## src/verilog/pecDataPkg.sv

```systemverilog
// Data formats of the PE cluster. Channel values are signed two's complement.
// Partial sums wrap modulo 2**psumWidth with no saturation.
package pecDataPkg;

    // ==================================================
    // Sizes
    // ==================================================
    // One channel value
    localparam int dataWidth   = 8;
    // Channels per activation or weight block
    localparam int blockDepth  = 16;
    // Taps in the kernel row
    localparam int kernelWidth = 3;
    // Product width plus accumulation headroom plus guard bits
    localparam int psumWidth   = 2 * dataWidth + $clog2(blockDepth) + 4;

    // ==================================================
    // Types
    // ==================================================
    typedef logic [blockDepth-1:0][dataWidth-1:0] chanVecT;
    typedef logic [blockDepth-1:0] flagVecT;

    // Values plus nonzero flags, same shape for activations and weights
    typedef struct packed {
        chanVecT val;
        flagVecT flag;
    } chanBlockT;

    typedef chanBlockT actBlockT;

    // Tap k sits at index k
    typedef chanBlockT [kernelWidth-1:0] weiRowT;

    typedef logic signed [psumWidth-1:0] psumT;

endpackage

```

## src/verilog/pecCtrlPkg.sv

```systemverilog
// Control and transport types of the PE cluster.
// Column indices are 8 bits, so rowLen is limited to 256.
package pecCtrlPkg;
    import pecDataPkg::*;

    localparam int colIdxWidth = 8;

    typedef logic [colIdxWidth-1:0] colIdxT;

    // Input-channel pass marks, constant across one row
    typedef struct packed {
        logic firstPass;
        logic lastPass;
    } passTagT;

    // One activation beat on the input side
    typedef struct packed {
        actBlockT blk;
        passTagT  tag;
    } actBeatT;

    // Finished column from the convolution row
    typedef struct packed {
        colIdxT  col;
        psumT    psum;
        passTagT tag;
        logic    lastCol;
    } colPsumT;

    typedef struct packed {
        colIdxT col;
        psumT   psum;
    } resultT;

    typedef enum logic {loadWei, run} seqStateT;

endpackage

```

## src/verilog/actCreditQueue.sv

```systemverilog
// Activation FIFO with credit return. The sender starts with depth credits.
// One credit pulse follows each pop by one cycle.
module actCreditQueue #(
    parameter int depth = 4
) (
    input  logic                clk,
    input  logic                rst_n,
    input  logic                inValid,
    input  pecCtrlPkg::actBeatT inBeat,
    output pecCtrlPkg::actBeatT head,
    output logic                headValid,
    input  logic                pop,
    output logic                credit
);
    import pecCtrlPkg::*;

    localparam int ptrWidth = (depth > 1) ? $clog2(depth) : 1;
    localparam int cntWidth = $clog2(depth + 1);
    localparam logic [ptrWidth-1:0] lastPtr = ptrWidth'(depth - 1);

    actBeatT             mem [depth];
    logic [ptrWidth-1:0] wrPtr;
    logic [ptrWidth-1:0] rdPtr;
    logic [cntWidth-1:0] count;
    logic                doPop;

    assign headValid = count != '0;
    assign head      = mem[rdPtr];
    assign doPop     = pop && headValid;

    always_ff @(posedge clk) begin
        if (inValid) begin
            mem[wrPtr] <= inBeat;
        end
    end

    always_ff @(posedge clk or negedge rst_n) begin
        if (!rst_n) begin
            wrPtr  <= '0;
            rdPtr  <= '0;
            count  <= '0;
            credit <= 1'b0;
        end else begin
            // Circular pointers
            if (inValid) begin
                wrPtr <= (wrPtr == lastPtr) ? '0 : wrPtr + 1'b1;
            end
            if (doPop) begin
                rdPtr <= (rdPtr == lastPtr) ? '0 : rdPtr + 1'b1;
            end
            if (inValid && !doPop) begin
                count <= count + 1'b1;
            end else if (!inValid && doPop) begin
                count <= count - 1'b1;
            end
            credit <= doPop;
        end
    end

    // A beat into a full queue means the sender spent a credit it never had
    assert property (@(posedge clk) disable iff (!rst_n) inValid |-> count != cntWidth'(depth))
        else $error("actCreditQueue overflow");

endmodule

```

## src/verilog/convRow.sv

```systemverilog
// One kernel row over an image row. Needs kernelWidth >= 2.
// A row is rowLen + kernelWidth - 1 beats, and the first kernelWidth - 1 emit nothing.
module convRow #(
    parameter int rowLen = 8
) (
    input  logic                clk,
    input  logic                rst_n,
    input  pecCtrlPkg::actBeatT head,
    input  logic                headValid,
    output logic                pop,
    input  pecDataPkg::weiRowT  weights,
    input  logic                weiLoaded,
    output pecCtrlPkg::colPsumT colPsum,
    output logic                psumValid,
    input  logic                psumReady
);
    import pecDataPkg::*;
    import pecCtrlPkg::*;

    localparam int rowBeats = rowLen + kernelWidth - 1;
    localparam int cntWidth = $clog2(rowBeats);
    localparam logic [cntWidth-1:0] lastBeat = cntWidth'(rowBeats - 1);

    actBeatT                curBeat;
    logic                   macStart;
    logic                   macBusy;
    logic [kernelWidth-1:0] macDone;
    logic [kernelWidth-1:0] doneSeen;
    psumT                   macDot [kernelWidth];
    psumT                   chain [kernelWidth-1];
    logic                   allDone;
    logic [cntWidth-1:0]    beatCnt;

    // Take a beat only when idle, drained and loaded with weights
    assign pop     = weiLoaded && headValid && !macBusy && !psumValid;
    // Every tap finished in this or an earlier cycle
    assign allDone = macBusy && &(doneSeen | macDone);

    // Each dot output holds its sum until the next start
    for (genvar k = 0; k < kernelWidth; k++) begin : tapGen
        sparseMac i_mac (
            .clk     (clk),
            .rst_n   (rst_n),
            .start   (macStart),
            .act     (curBeat.blk),
            .wei     (weights[k].val),
            .weiFlag (weights[k].flag),
            .done    (macDone[k]),
            .dot     (macDot[k])
        );
    end

    always_ff @(posedge clk or negedge rst_n) begin
        if (!rst_n) begin
            macStart  <= 1'b0;
            macBusy   <= 1'b0;
            doneSeen  <= '0;
            psumValid <= 1'b0;
            beatCnt   <= '0;
        end else begin
            macStart <= pop;
            if (pop) begin
                macBusy  <= 1'b1;
                doneSeen <= '0;
            end else if (allDone) begin
                macBusy <= 1'b0;
            end else if (macBusy) begin
                doneSeen <= doneSeen | macDone;
            end
            if (psumReady) begin
                psumValid <= 1'b0;
            end
            if (allDone) begin
                // Columns start once the chain is full
                psumValid <= beatCnt >= cntWidth'(kernelWidth - 1);
                beatCnt   <= (beatCnt == lastBeat) ? '0 : beatCnt + 1'b1;
            end
        end
    end

    always_ff @(posedge clk) begin
        if (pop) begin
            curBeat <= head;
        end
        if (allDone) begin
            // Transposed chain where entry m holds taps 0..m of column beatCnt - m
            chain[0] <= macDot[0];
            for (int m = 1; m < kernelWidth - 1; m++) begin
                chain[m] <= chain[m-1] + macDot[m];
            end
            colPsum.col     <= colIdxT'(beatCnt) - colIdxT'(kernelWidth - 1);
            colPsum.psum    <= chain[kernelWidth-2] + macDot[kernelWidth-1];
            colPsum.tag     <= curBeat.tag;
            colPsum.lastCol <= beatCnt == lastBeat;
        end
    end

endmodule

```

## src/verilog/pecCluster.sv

```systemverilog
// PE cluster top. Weights load by pulse handshake, activations and results use credits.
// The sender starts with actQueueDepth credits and the cluster with resultCredits.
module pecCluster #(
    parameter int rowLen        = 8,
    parameter int actQueueDepth = 4,
    parameter int resultCredits = 2
) (
    input  logic                clk,
    input  logic                rst_n,
    // Weight port
    input  logic                weiRdy,
    input  pecDataPkg::weiRowT  wei,
    output logic                weiGet,
    // Activation port
    input  logic                actValid,
    input  pecCtrlPkg::actBeatT act,
    output logic                actCredit,
    // Result port
    output logic                resultValid,
    output pecCtrlPkg::resultT  result,
    input  logic                resultCreditReturn
);
    import pecDataPkg::*;
    import pecCtrlPkg::*;

    // ==================================================
    // Internal wiring
    // ==================================================
    actBeatT qHead;
    logic    qHeadValid;
    logic    qPop;
    weiRowT  weights;
    logic    weiLoaded;
    colPsumT colPsum;
    logic    psumValid;
    logic    psumReady;
    logic    rdEn;
    colIdxT  rdAddr;
    psumT    rdData;
    logic    wrEn;
    colIdxT  wrAddr;
    psumT    wrData;

    actCreditQueue #(.depth(actQueueDepth)) i_actQueue (
        .clk       (clk),
        .rst_n     (rst_n),
        .inValid   (actValid),
        .inBeat    (act),
        .head      (qHead),
        .headValid (qHeadValid),
        .pop       (qPop),
        .credit    (actCredit)
    );

    convRow #(.rowLen(rowLen)) i_convRow (
        .clk       (clk),
        .rst_n     (rst_n),
        .head      (qHead),
        .headValid (qHeadValid),
        .pop       (qPop),
        .weights   (weights),
        .weiLoaded (weiLoaded),
        .colPsum   (colPsum),
        .psumValid (psumValid),
        .psumReady (psumReady)
    );

    pecSequencer #(.resultCredits(resultCredits)) i_sequencer (
        .clk                (clk),
        .rst_n              (rst_n),
        .weiRdy             (weiRdy),
        .wei                (wei),
        .weiGet             (weiGet),
        .weights            (weights),
        .weiLoaded          (weiLoaded),
        .colPsum            (colPsum),
        .psumValid          (psumValid),
        .psumReady          (psumReady),
        .rdEn               (rdEn),
        .rdAddr             (rdAddr),
        .rdData             (rdData),
        .wrEn               (wrEn),
        .wrAddr             (wrAddr),
        .wrData             (wrData),
        .result             (result),
        .resultValid        (resultValid),
        .resultCreditReturn (resultCreditReturn)
    );

    psumBuffer #(.rowLen(rowLen)) i_psumBuffer (
        .clk    (clk),
        .rst_n  (rst_n),
        .rdEn   (rdEn),
        .rdAddr (rdAddr),
        .rdData (rdData),
        .wrEn   (wrEn),
        .wrAddr (wrAddr),
        .wrData (wrData)
    );

endmodule

```

## src/verilog/pecSequencer.sv

```systemverilog
// Weight load, partial-sum accumulation and credited result output.
// One column in flight at a time. Read in the accept cycle, add and write in the next.
module pecSequencer #(
    parameter int resultCredits = 2
) (
    input  logic                clk,
    input  logic                rst_n,
    input  logic                weiRdy,
    input  pecDataPkg::weiRowT  wei,
    output logic                weiGet,
    output pecDataPkg::weiRowT  weights,
    output logic                weiLoaded,
    input  pecCtrlPkg::colPsumT colPsum,
    input  logic                psumValid,
    output logic                psumReady,
    output logic                rdEn,
    output pecCtrlPkg::colIdxT  rdAddr,
    input  pecDataPkg::psumT    rdData,
    output logic                wrEn,
    output pecCtrlPkg::colIdxT  wrAddr,
    output pecDataPkg::psumT    wrData,
    output pecCtrlPkg::resultT  result,
    output logic                resultValid,
    input  logic                resultCreditReturn
);
    import pecDataPkg::*;
    import pecCtrlPkg::*;

    localparam int creditWidth = $clog2(resultCredits + 1);

    seqStateT               state;
    logic                   accept;
    logic                   pipeValid;
    colPsumT                pipeBeat;
    logic                   rowDone;
    psumT                   total;
    logic [creditWidth-1:0] creditCnt;

    // ==================================================
    // Weight handshake
    // ==================================================
    assign weiGet    = (state == loadWei) && weiRdy;
    // Last column of a last-pass row in the write stage
    assign rowDone   = pipeValid && pipeBeat.tag.lastPass && pipeBeat.lastCol;
    // Drops one cycle early so convRow cannot pop with stale weights
    assign weiLoaded = (state == run) && !rowDone;

    // ==================================================
    // Accumulation pipeline
    // ==================================================
    // Last-pass columns also need a result credit
    assign psumReady = (state == run) && !pipeValid &&
                       (!colPsum.tag.lastPass || creditCnt != '0);
    assign accept    = psumValid && psumReady;
    assign rdEn      = accept;
    assign rdAddr    = colPsum.col;

    always_comb begin
        // First pass ignores whatever the buffer holds
        total = pipeBeat.psum;
        if (!pipeBeat.tag.firstPass) begin
            total = rdData + pipeBeat.psum;
        end
        result.col  = pipeBeat.col;
        result.psum = total;
    end

    assign wrEn        = pipeValid;
    assign wrAddr      = pipeBeat.col;
    assign wrData      = total;
    assign resultValid = pipeValid && pipeBeat.tag.lastPass;

    always_ff @(posedge clk or negedge rst_n) begin
        if (!rst_n) begin
            state     <= loadWei;
            pipeValid <= 1'b0;
            creditCnt <= creditWidth'(resultCredits);
        end else begin
            case (state)
                loadWei: if (weiGet) state <= run;
                run:     if (rowDone) state <= loadWei;
                default: state <= loadWei;
            endcase
            pipeValid <= accept;
            if (resultCreditReturn && !resultValid) begin
                creditCnt <= creditCnt + 1'b1;
            end else if (!resultCreditReturn && resultValid) begin
                creditCnt <= creditCnt - 1'b1;
            end
        end
    end

    always_ff @(posedge clk) begin
        if (weiGet) begin
            weights <= wei;
        end
        if (accept) begin
            pipeBeat <= colPsum;
        end
    end

    // Receiver returned more credits than it was given
    assert property (@(posedge clk) disable iff (!rst_n)
        creditCnt <= creditWidth'(resultCredits))
        else $error("result credit overflow");

endmodule

```

## src/verilog/psumBuffer.sv

```systemverilog
// Partial-sum store, one word per output column, registered read.
// Addresses must stay below rowLen.
module psumBuffer #(
    parameter int rowLen = 8
) (
    input  logic               clk,
    input  logic               rst_n,
    input  logic               rdEn,
    input  pecCtrlPkg::colIdxT rdAddr,
    output pecDataPkg::psumT   rdData,
    input  logic               wrEn,
    input  pecCtrlPkg::colIdxT wrAddr,
    input  pecDataPkg::psumT   wrData
);
    import pecDataPkg::*;

    localparam int addrWidth = (rowLen > 1) ? $clog2(rowLen) : 1;

    psumT mem [rowLen];

    always_ff @(posedge clk) begin
        if (wrEn) begin
            mem[wrAddr[addrWidth-1:0]] <= wrData;
        end
    end

    // Read data one cycle after rdEn, held until the next read
    always_ff @(posedge clk or negedge rst_n) begin
        if (!rst_n) begin
            rdData <= '0;
        end else if (rdEn) begin
            rdData <= mem[rdAddr[addrWidth-1:0]];
        end
    end

endmodule

```

## src/verilog/sparseMac.sv

```systemverilog
// Zero-skipping dot product of one block. act and wei must stay stable until done.
// Takes one cycle per channel with both flags set, at least one cycle.
module sparseMac (
    input  logic                 clk,
    input  logic                 rst_n,
    input  logic                 start,
    input  pecDataPkg::actBlockT act,
    input  pecDataPkg::chanVecT  wei,
    input  pecDataPkg::flagVecT  weiFlag,
    output logic                 done,
    output pecDataPkg::psumT     dot
);
    import pecDataPkg::*;

    localparam int idxWidth = $clog2(blockDepth);

    logic                          busy;
    flagVecT                       mask;
    psumT                          acc;
    flagVecT                       curMask;
    flagVecT                       remMask;
    logic [idxWidth-1:0]           idx;
    logic signed [2*dataWidth-1:0] prod;
    psumT                          sum;

    // Channels still to visit, fresh from both flag sets on start
    assign curMask = busy ? mask : (act.flag & weiFlag);
    // Drop the lowest set bit
    assign remMask = curMask & (curMask - 1'b1);

    // Lowest set channel and its product
    always_comb begin
        idx = '0;
        for (int i = blockDepth - 1; i >= 0; i--) begin
            if (curMask[i]) begin
                idx = idxWidth'(i);
            end
        end
        prod = '0;
        if (|curMask) begin
            prod = $signed(act.val[idx]) * $signed(wei[idx]);
        end
        sum = prod;
        if (busy) begin
            sum = acc + prod;
        end
    end

    always_ff @(posedge clk or negedge rst_n) begin
        if (!rst_n) begin
            busy <= 1'b0;
            done <= 1'b0;
        end else begin
            done <= 1'b0;
            if (start || busy) begin
                // Finish in the step that consumes the last set bit
                busy <= |remMask;
                done <= ~|remMask;
            end
        end
    end

    always_ff @(posedge clk) begin
        if (start || busy) begin
            mask <= remMask;
            acc  <= sum;
            if (remMask == '0) begin
                dot <= sum;
            end
        end
    end

    // Row control must wait for the previous block
    assert property (@(posedge clk) disable iff (!rst_n) start |-> !busy)
        else $error("sparseMac started while busy");

endmodule
```

## config.mk

```make
export PLATFORM = sky130hd
export DESIGN_NAME = pecCluster
export DESIGN_NICKNAME = d
export VERILOG_FILES = /design/src/verilog/pecDataPkg.sv /design/src/verilog/pecCtrlPkg.sv /design/src/verilog/actCreditQueue.sv /design/src/verilog/convRow.sv /design/src/verilog/pecCluster.sv /design/src/verilog/pecSequencer.sv /design/src/verilog/psumBuffer.sv /design/src/verilog/sparseMac.sv
export SDC_FILE = /design/constraint.sdc
export NUM_CORES = 2
export LEC_CHECK = 0
export BUFFER_PORTS_ARGS = -buffer_cell sky130_fd_sc_hd__buf_2
export CORE_MARGIN = 1.5
export CORE_UTILIZATION = 45
export CTS_BUF_LIST = sky130_fd_sc_hd__clkbuf_16
export DETAILED_ROUTE_END_ITERATION = 12
export SYNTH_ARGS = -nofsm -noshare
export SYNTH_HDL_FRONTEND = slang
export SYNTH_SLANG_ARGS = --single-unit
```

## constraint.sdc

```tcl
create_clock -name clk -period 47.9 [get_ports clk]
set_input_delay 4.79 -clock clk [delete_from_list [all_inputs] [get_ports clk]]
set_output_delay 4.79 -clock clk [all_outputs]
set_load 0.005 [all_outputs]
```

## Word-level counts from Yosys, hierarchy flattened

Memory sizes are Yosys's and may differ from the RTL's. A register that Yosys moved wholly into a read port is not among the register bits.
Index checks and enable logic that the tools add are counted.

| storage, ports and cells | value |
|---|---|
| bits in writable memories | 824 |
| input bits | 583 |
| logic and storage cells | 277 |
| memories | 3 |
| bits in registers | 722 |

Memories:

| name | words | width | rd ports | clocked after Yosys merged registers in | write ports | line | text |
|---|---|---|---|---|---|---|---|
| i_actQueue.mem | 4 | 146 | 1 | 1 | 1 | actCreditQueue.sv:21 | `actBeatT mem [depth];` |
| i_psumBuffer.mem | 8 | 24 | 1 | 1 | 1 | psumBuffer.sv:19 | `psumT mem [rowLen];` |
| i_convRow.chain | 2 | 24 | 2 | 0 | 2 | convRow.sv:30 | `psumT chain [kernelWidth-1];` |

| operators by class | value |
|---|---|
| reduce and logical (&&, ||, !) cells | 54 |
| bitwise operators | 8 |
| multiply operators | 3 |
| equality and inequality tests | 4 |
| add/subtract/negate cells | 17 |
| multiplexer cells | 96 |
| $lt $le $gt $ge | 4 |

Operators by type and width:

| kind | number |
|---|---|
| $mux 4 | 49 |
| $bmux 8 s4 | 6 |
| $and 16x16->16 | 6 |
| $mux 16 | 6 |
| $mux 24 | 4 |
| $reduce_or 16->1 | 6 |
| $add 24x16->24 | 3 |
| $add 24x24->24 | 3 |
| $logic_not 16->1 | 3 |
| $mul 8x8->16 | 3 |
| $mux 8 | 6 |
| $sub 16x1->16 const B | 3 |
| $logic_and 1x1->1 | 16 |
| $lt 4x5->1 const B | 3 |
| $mux 1 | 15 |
| $mux 3 | 5 |
| $logic_not 1->1 | 13 |
| $reduce_bool 2->1 | 6 |
| $mux 2 | 4 |
| $reduce_and 2->1 | 4 |
| $add 2x1->2 const B | 3 |
| $sub 4x2->5 const B | 1 |
| $add 4x1->4 const B | 1 |
| $eq 2x2->1 const B | 2 |
| 12 further kinds | 15 |

## Logic depth before layout (Yosys ltp)

| depth | value |
|---|---|
| depth after elaboration | 24 |
| mapped depth | 44 |
| mapped depth without buffers | 37 |

## Hierarchy

From an unflattened synthesis, not the netlist that was laid out.

| second synthesis, totals | value |
|---|---|
| cells, all modules | 5490 |
| area, all modules | 83665.2 sq um |

Modules (own cells, without submodules):

| module | area each (sq um) | times used | cells each |
|---|---|---|---|
| actCreditQueue | 21614.5 | 1 | 801 |
| sparseMac (i_convRow.tapGen[0].i_mac ...) | 9321.4 | 2 | 959 |
| pecSequencer | 16055.4 | 1 | 746 |
| convRow | 9472.8 | 1 | 582 |
| sparseMac (i_convRow.tapGen[2].i_mac) | 9451.6 | 1 | 963 |
| psumBuffer | 8428.1 | 1 | 480 |

## Worst setup path after synthesis

OpenSTA, ideal clock, no wires.

| timing | value |
|---|---|
| path kind | in2out |
| from | in weiRdy |
| to | out weiGet |
| cell stages on the path | 1 |
| required time | 43.110 ns |
| path slack | 19.692 ns |
| data arrival time | 23.418 ns |
| path through | nor2b_1 |

| between the ends | value |
|---|---|
| word-level cells in the longest chain between the ends | 1 |

Ends and longest elaborated chain:

| item | line | text |
|---|---|---|
| start, declared | pecCluster.sv:11 | `input logic weiRdy,` |
| $logic_and 1x1->1 | pecSequencer.sv:42 | `assign weiGet = (state == loadWei) && weiRdy;` |
| end, declared | pecCluster.sv:13 | `output logic weiGet,` |

No other way between the ends.

## Worst setup path in the final report

| timing | value |
|---|---|
| from | reg i_convRow.tapGen[1].i_mac.busy |
| to | reg i_convRow.tapGen[1].i_mac.dot[16], data pin |

| between the ends | value |
|---|---|
| word-level cells in the longest chain between the ends | 23 |

Ends and longest elaborated chain:

| item | line | text |
|---|---|---|
| start, declared | sparseMac.sv:17 | `logic busy;` |
| start signal, assigned | sparseMac.sv:57 | `busy <= \|remMask;` |
| $mux 16 | sparseMac.sv:27 | `assign curMask = busy ? mask : (act.flag & weiFlag);` |
| $mux 4 (16 in a row) | sparseMac.sv:35 | `if (curMask[i]) begin` |
| $bmux 8 s4 | sparseMac.sv:41 | `prod = $signed(act.val[idx]) * $signed(wei[idx]);` |
| $mux 8 (implied by the code) | sparseMac.sv:41 |  |
| $mul 8x8->16 | sparseMac.sv:41 |  |
| $mux 16 | sparseMac.sv:40 | `if (\|curMask) begin` |
| $add 24x16->24 | sparseMac.sv:45 | `sum = acc + prod;` |
| $mux 24 * | sparseMac.sv:44 | `if (busy) begin` |
| via i_convRow.tapGen[1].i_mac.sum[16] | sparseMac.sv:24 | `psumT sum;` |
| end signal, assigned | sparseMac.sv:68 | `dot <= sum;` |
| end, declared | sparseMac.sv:11 | `output pecDataPkg::psumT dot` |

The timed path passes the listed nets; every way through them passes the cells marked *. The select of a mux whose other input is x is not followed.
A chain may end at the register's enable or synchronous reset.

==> results.md <==
- The final count of negative-setup-slack endpoints is 0.
- Counting both buffers and inverters, the worst setup path holds a total of 9.
- The maximum buffer depth of the clock tree is 3.
- The count of different cell masters after synthesis is 99.
- CTS built an H-tree with a depth of 4.
- In this run the worst setup path begins at i_convRow.tapGen[1].i_mac.busy$_DFFE_PN0N_.
- Derived from the worst setup path, the maximum achievable clock frequency is slightly above 0.08 GHz.
- The routed design could run at a clock period as short as 12.28 ns.
- The number of hold-slack violations in the final timing report was 0.
- The cell at the root of the clock tree is clkbuf_16.
- For this configuration, the core starts out at a cell density of 0.454.
- The worst slack on hold paths is slightly above 0.4 ns.
- The slowest stage of the critical path belongs to the cell nor4_2.
- For this run, the post-layout net count is 7,117.
- The yosys synthesis warning count is 0.
- The number of synthesized flops with an enable pin is about 1,700.
- The post-synth design cell area is 81,200 sq um.
- The initialized floorplan defines roughly 160 standard-cell rows.
- The worst setup path is launched from a register.
- The post-CTS setup buffer count is 0.
- The post-detailed-placement half-perimeter wirelength is 158,000 um.
- The detailed router placed 48,800 vias in this run.
- The global-route wire length before repair is 321,000 um.
- The proportion of synthesized flip-flops having asynchronous set or reset is 0.0305.
- The critical path is of the reg2reg type.
- The synthesized design contains ~1,700 register bits.
- The vertical die dimension is 428 um.
- In this run the worst setup path terminates at i_convRow.tapGen[1].i_mac.dot[16]$_DFFE_PP_.
- STA classifies the critical path endpoint as a register.
- The worst stage delay on the critical path is 0.96 ns.
- Leaving out fill and tap cells, the most frequent cell in the layout is edfxtp_1.
- STA puts the critical path data required time at about 49 ns.
- In the final timing run, aggregate negative setup slack is 0 ns.
- Setup repair after global routing left no endpoint under its margin.
- After technology mapping, the gate count stands at roughly 5,500.
- The kind of cell with the highest combined delay on the critical path is compound AO/OA/AOI/OAI gates.
- At the pin with the least slew margin, the transition time is 1.20 ns.
- Clock tree synthesis inserted a total of 181 buffers.
- The overall die width is 428 um.
- The tightest slew margin relative to the limit is 0.200.
- The final RePlAce weighted congestion is a little over 0.9.
- The number of fillers in the final layout is about 15,000.
- The run finished with clean final reports.
- Of the cells placed in the final design, the portion with a size suffix greater than 1 is 0.213.
- The die footprint is 183,000 sq um.
- The register-to-register setup slack is 35.62 ns.
- The number of antenna violations at the first check in global routing is 78.
- The post-synthesis area per instance is 14.8 sq um.
- The worst register-to-register path begins at i_convRow.tapGen[1].i_mac.busy$_DFFE_PN0N_.
- The portion of the clock cycle consumed by the worst path in the final layout is 0.256.
- The top-level port count is 618.
- The destination of the worst register-to-register timing path is i_convRow.tapGen[1].i_mac.dot[16]$_DFFE_PP_.
- The top cell types in the final layout, fill and taps aside, are edfxtp_1, buf_2, nand2_1.
- The highest fanout seen on the critical path is 58.
- The post-synthesis sequential area ratio is 0.628.
- After detailed routing, the average wire length per cell comes to between 20 and 30 um.
- The residual overflow from global routing is 0.
- Across the run, the number of max-cap violations was 0.
- The detailed router's first-iteration violation count is 4,227.
- The count of nets left with antenna violations once routing finished came out at 0.
- The clock insertion delay at the later pin of the skew report is 0.83 ns.
- The max-slew violation count came to 0.
- The core box area is 179,000 sq um.
- The clock tree from TritonCTS is yes.
- The via count of the first global-routing pass is approximately 48,000.
- The final layout contains routed wiring with a total length of approximately 220,000 um.
- After clock tree synthesis, the repair step resized 0 gates.
- The worst-case reg-to-reg path depth is 37.
- Once placement completed, the tool counted placed cells totaling between 8,000 and 9,000.
- In the synthesized netlist the dominant register cell turns out to be edfxtp_1.
- The endpoint arrival time on the critical path is 12.93 ns.
- After detailed routing, the number of vias per cell comes to around 5.6.
- The iteration count of the initial detailed-routing pass is 6.
- The clock transition at the registers of the reported paths is 0.06 ns.
- The largest net degree at the start of global routing is 173.
- The worst hold path belongs to the class reg2reg.
- The post-layout instance count excluding filler cells is 8,693.
- The layout overhead on the synthesized area is 14.6%.
- The total global routing track utilization is 0.240.
- After detailed routing, the number of remaining DRC violations is 0.
- The clock net in this run drives a total of 1,707 sinks.
- The net count after synthesis is 6,465.
- The cell type with the highest occurrence count on the critical path is inv_1.
- After clock tree synthesis, the flow added hold-fix buffers numbering 0.
- Across the routed clock network, the largest skew measured is 0.0625 ns.
- Buffers placed on the I/O ports in this run total 617.
- In this run the number of cells on the critical path is 37.
[area by class of cell]
| type | count | area [sq um] | share of cell area |
|---|---|---|---|
| timing repair buffer | 699 | 3790 | 0.0408 |
| clock buffer | 185 | 4630 | 0.0498 |
| tap | 2355 | 2950 | 0.0317 |
| antenna | 32 | 80.1 | 0.000861 |
| multi-input combinational | 3242 | 28100 | 0.302 |
| sequential | 1707 | 51000 | 0.549 |
| inverter | 320 | 1210 | 0.0130 |
| clock inverter | 153 | 1270 | 0.0137 |
[sequential cells by signal, summed over array words and instances (netlist names), 3 cells and up]
register	count
i_sequencer.pipeBeat	27
i_convRow.colPsum	32
i_psumBuffer.rdData	24
i_psumBuffer.mem	192
i_convRow.tapGen.i_mac.acc	72
i_convRow.tapGen.i_mac.done	3
i_actQueue.mem	584
i_convRow.tapGen.i_mac.mask	45
i_convRow.doneSeen	3
i_convRow.tapGen.i_mac.busy	3
i_convRow.beatCnt	4
i_sequencer.wrAddr	5
i_convRow.chain	48
i_convRow.curBeat	146
i_sequencer.weights	432
i_actQueue.count	3
i_convRow.tapGen.i_mac.dot	72
[worst min-delay path by stage]
stage | cells after the start | slack (ns) | startpoint | end
final | 0 | 0.42 | i_convRow.colPsum[18]$_DFFE_PP_ | i_sequencer.pipeBeat[18]$_DFFE_PP_
after global routing | 0 | 0.42 | i_convRow.tapGen[0].i_mac.dot[22]$_DFFE_PP_ | i_convRow.chain[0][22]$_DFFE_PP_
after CTS | 0 | 0.42 | i_convRow.colPsum[18]$_DFFE_PP_ | i_sequencer.pipeBeat[18]$_DFFE_PP_
after detailed placement | 0 | 0.40 | i_convRow.tapGen[0].i_mac.dot[22]$_DFFE_PP_ | i_convRow.chain[0][22]$_DFFE_PP_
after global placement | 0 | 0.40 | i_convRow.curBeat[0]$_DFFE_PP_ | i_convRow.colPsum[1]$_DFFE_PP_
after floorplan | 0 | 0.40 | i_convRow.tapGen[0].i_mac.dot[0]$_DFFE_PP_ | i_convRow.chain[0][0]$_DFFE_PP_
[kinds of logic (layout without fill, tap and decap cells)]
kind of cell,count (synthesis),in the layout,share of synthesized area
XOR/XNOR,166,166,0.0179
AO/OA/AOI/OAI,789,789,0.0686
AND/OR/NAND/NOR,1344,1344,0.0816
multiplexers,557,557,0.0994
other,0,32,0
buffers and inverters,550,1357,0.0285
flip-flops,1707,1707,0.628
adder cells (fa/ha/maj),386,386,0.0756
[cell usage after synthesis, types with 54 or more instances]
library cell | n | area (sq um)
nor3b_1 | 59 | 443
nor2_1 | 325 | 1220
or2_2 | 57 | 357
and2_1 | 66 | 413
o21ai_0 | 148 | 741
fa_1 | 175 | 3500
mux4_2 | 194 | 4370
inv_1 | 319 | 1200
and3_1 | 54 | 338
nand2_1 | 449 | 1690
edfxtp_1 | 1655 | 49700
ha_1 | 208 | 2600
mux2i_1 | 323 | 3230
a211oi_1 | 106 | 796
a21oi_1 | 133 | 666
nand3_1 | 68 | 340
buf_2 | 71 | 355
xnor2_1 | 119 | 1040
clkbuf_1 | 88 | 330
[layer usage]
metal | GRT usage | vias up | wire length [um]
li1 | - | 22200 | -
met3 | 0.0438 | 420 | 12100
met5 | 0 | - | 383
met1 | 0.308 | 24700 | 89700
met4 | 0.0902 | 58 | 7800
met2 | 0.405 | 1355 | 112000
[per-stage QoR]
stage          area (sq um)  utilization  setup slack [ns]
2_1_floorplan         81200            -             19.69
3_3_place_gp          87000        0.487             35.96
3_5_place_dp          87000        0.487             35.73
4_1_cts               92900        0.520             35.64
5_1_grt               93000        0.520             34.80
6_report              93000        0.520             35.62
Power is not shown: default switching activity piles up to over one toggle a cycle in this logic, so the estimate is an artifact.
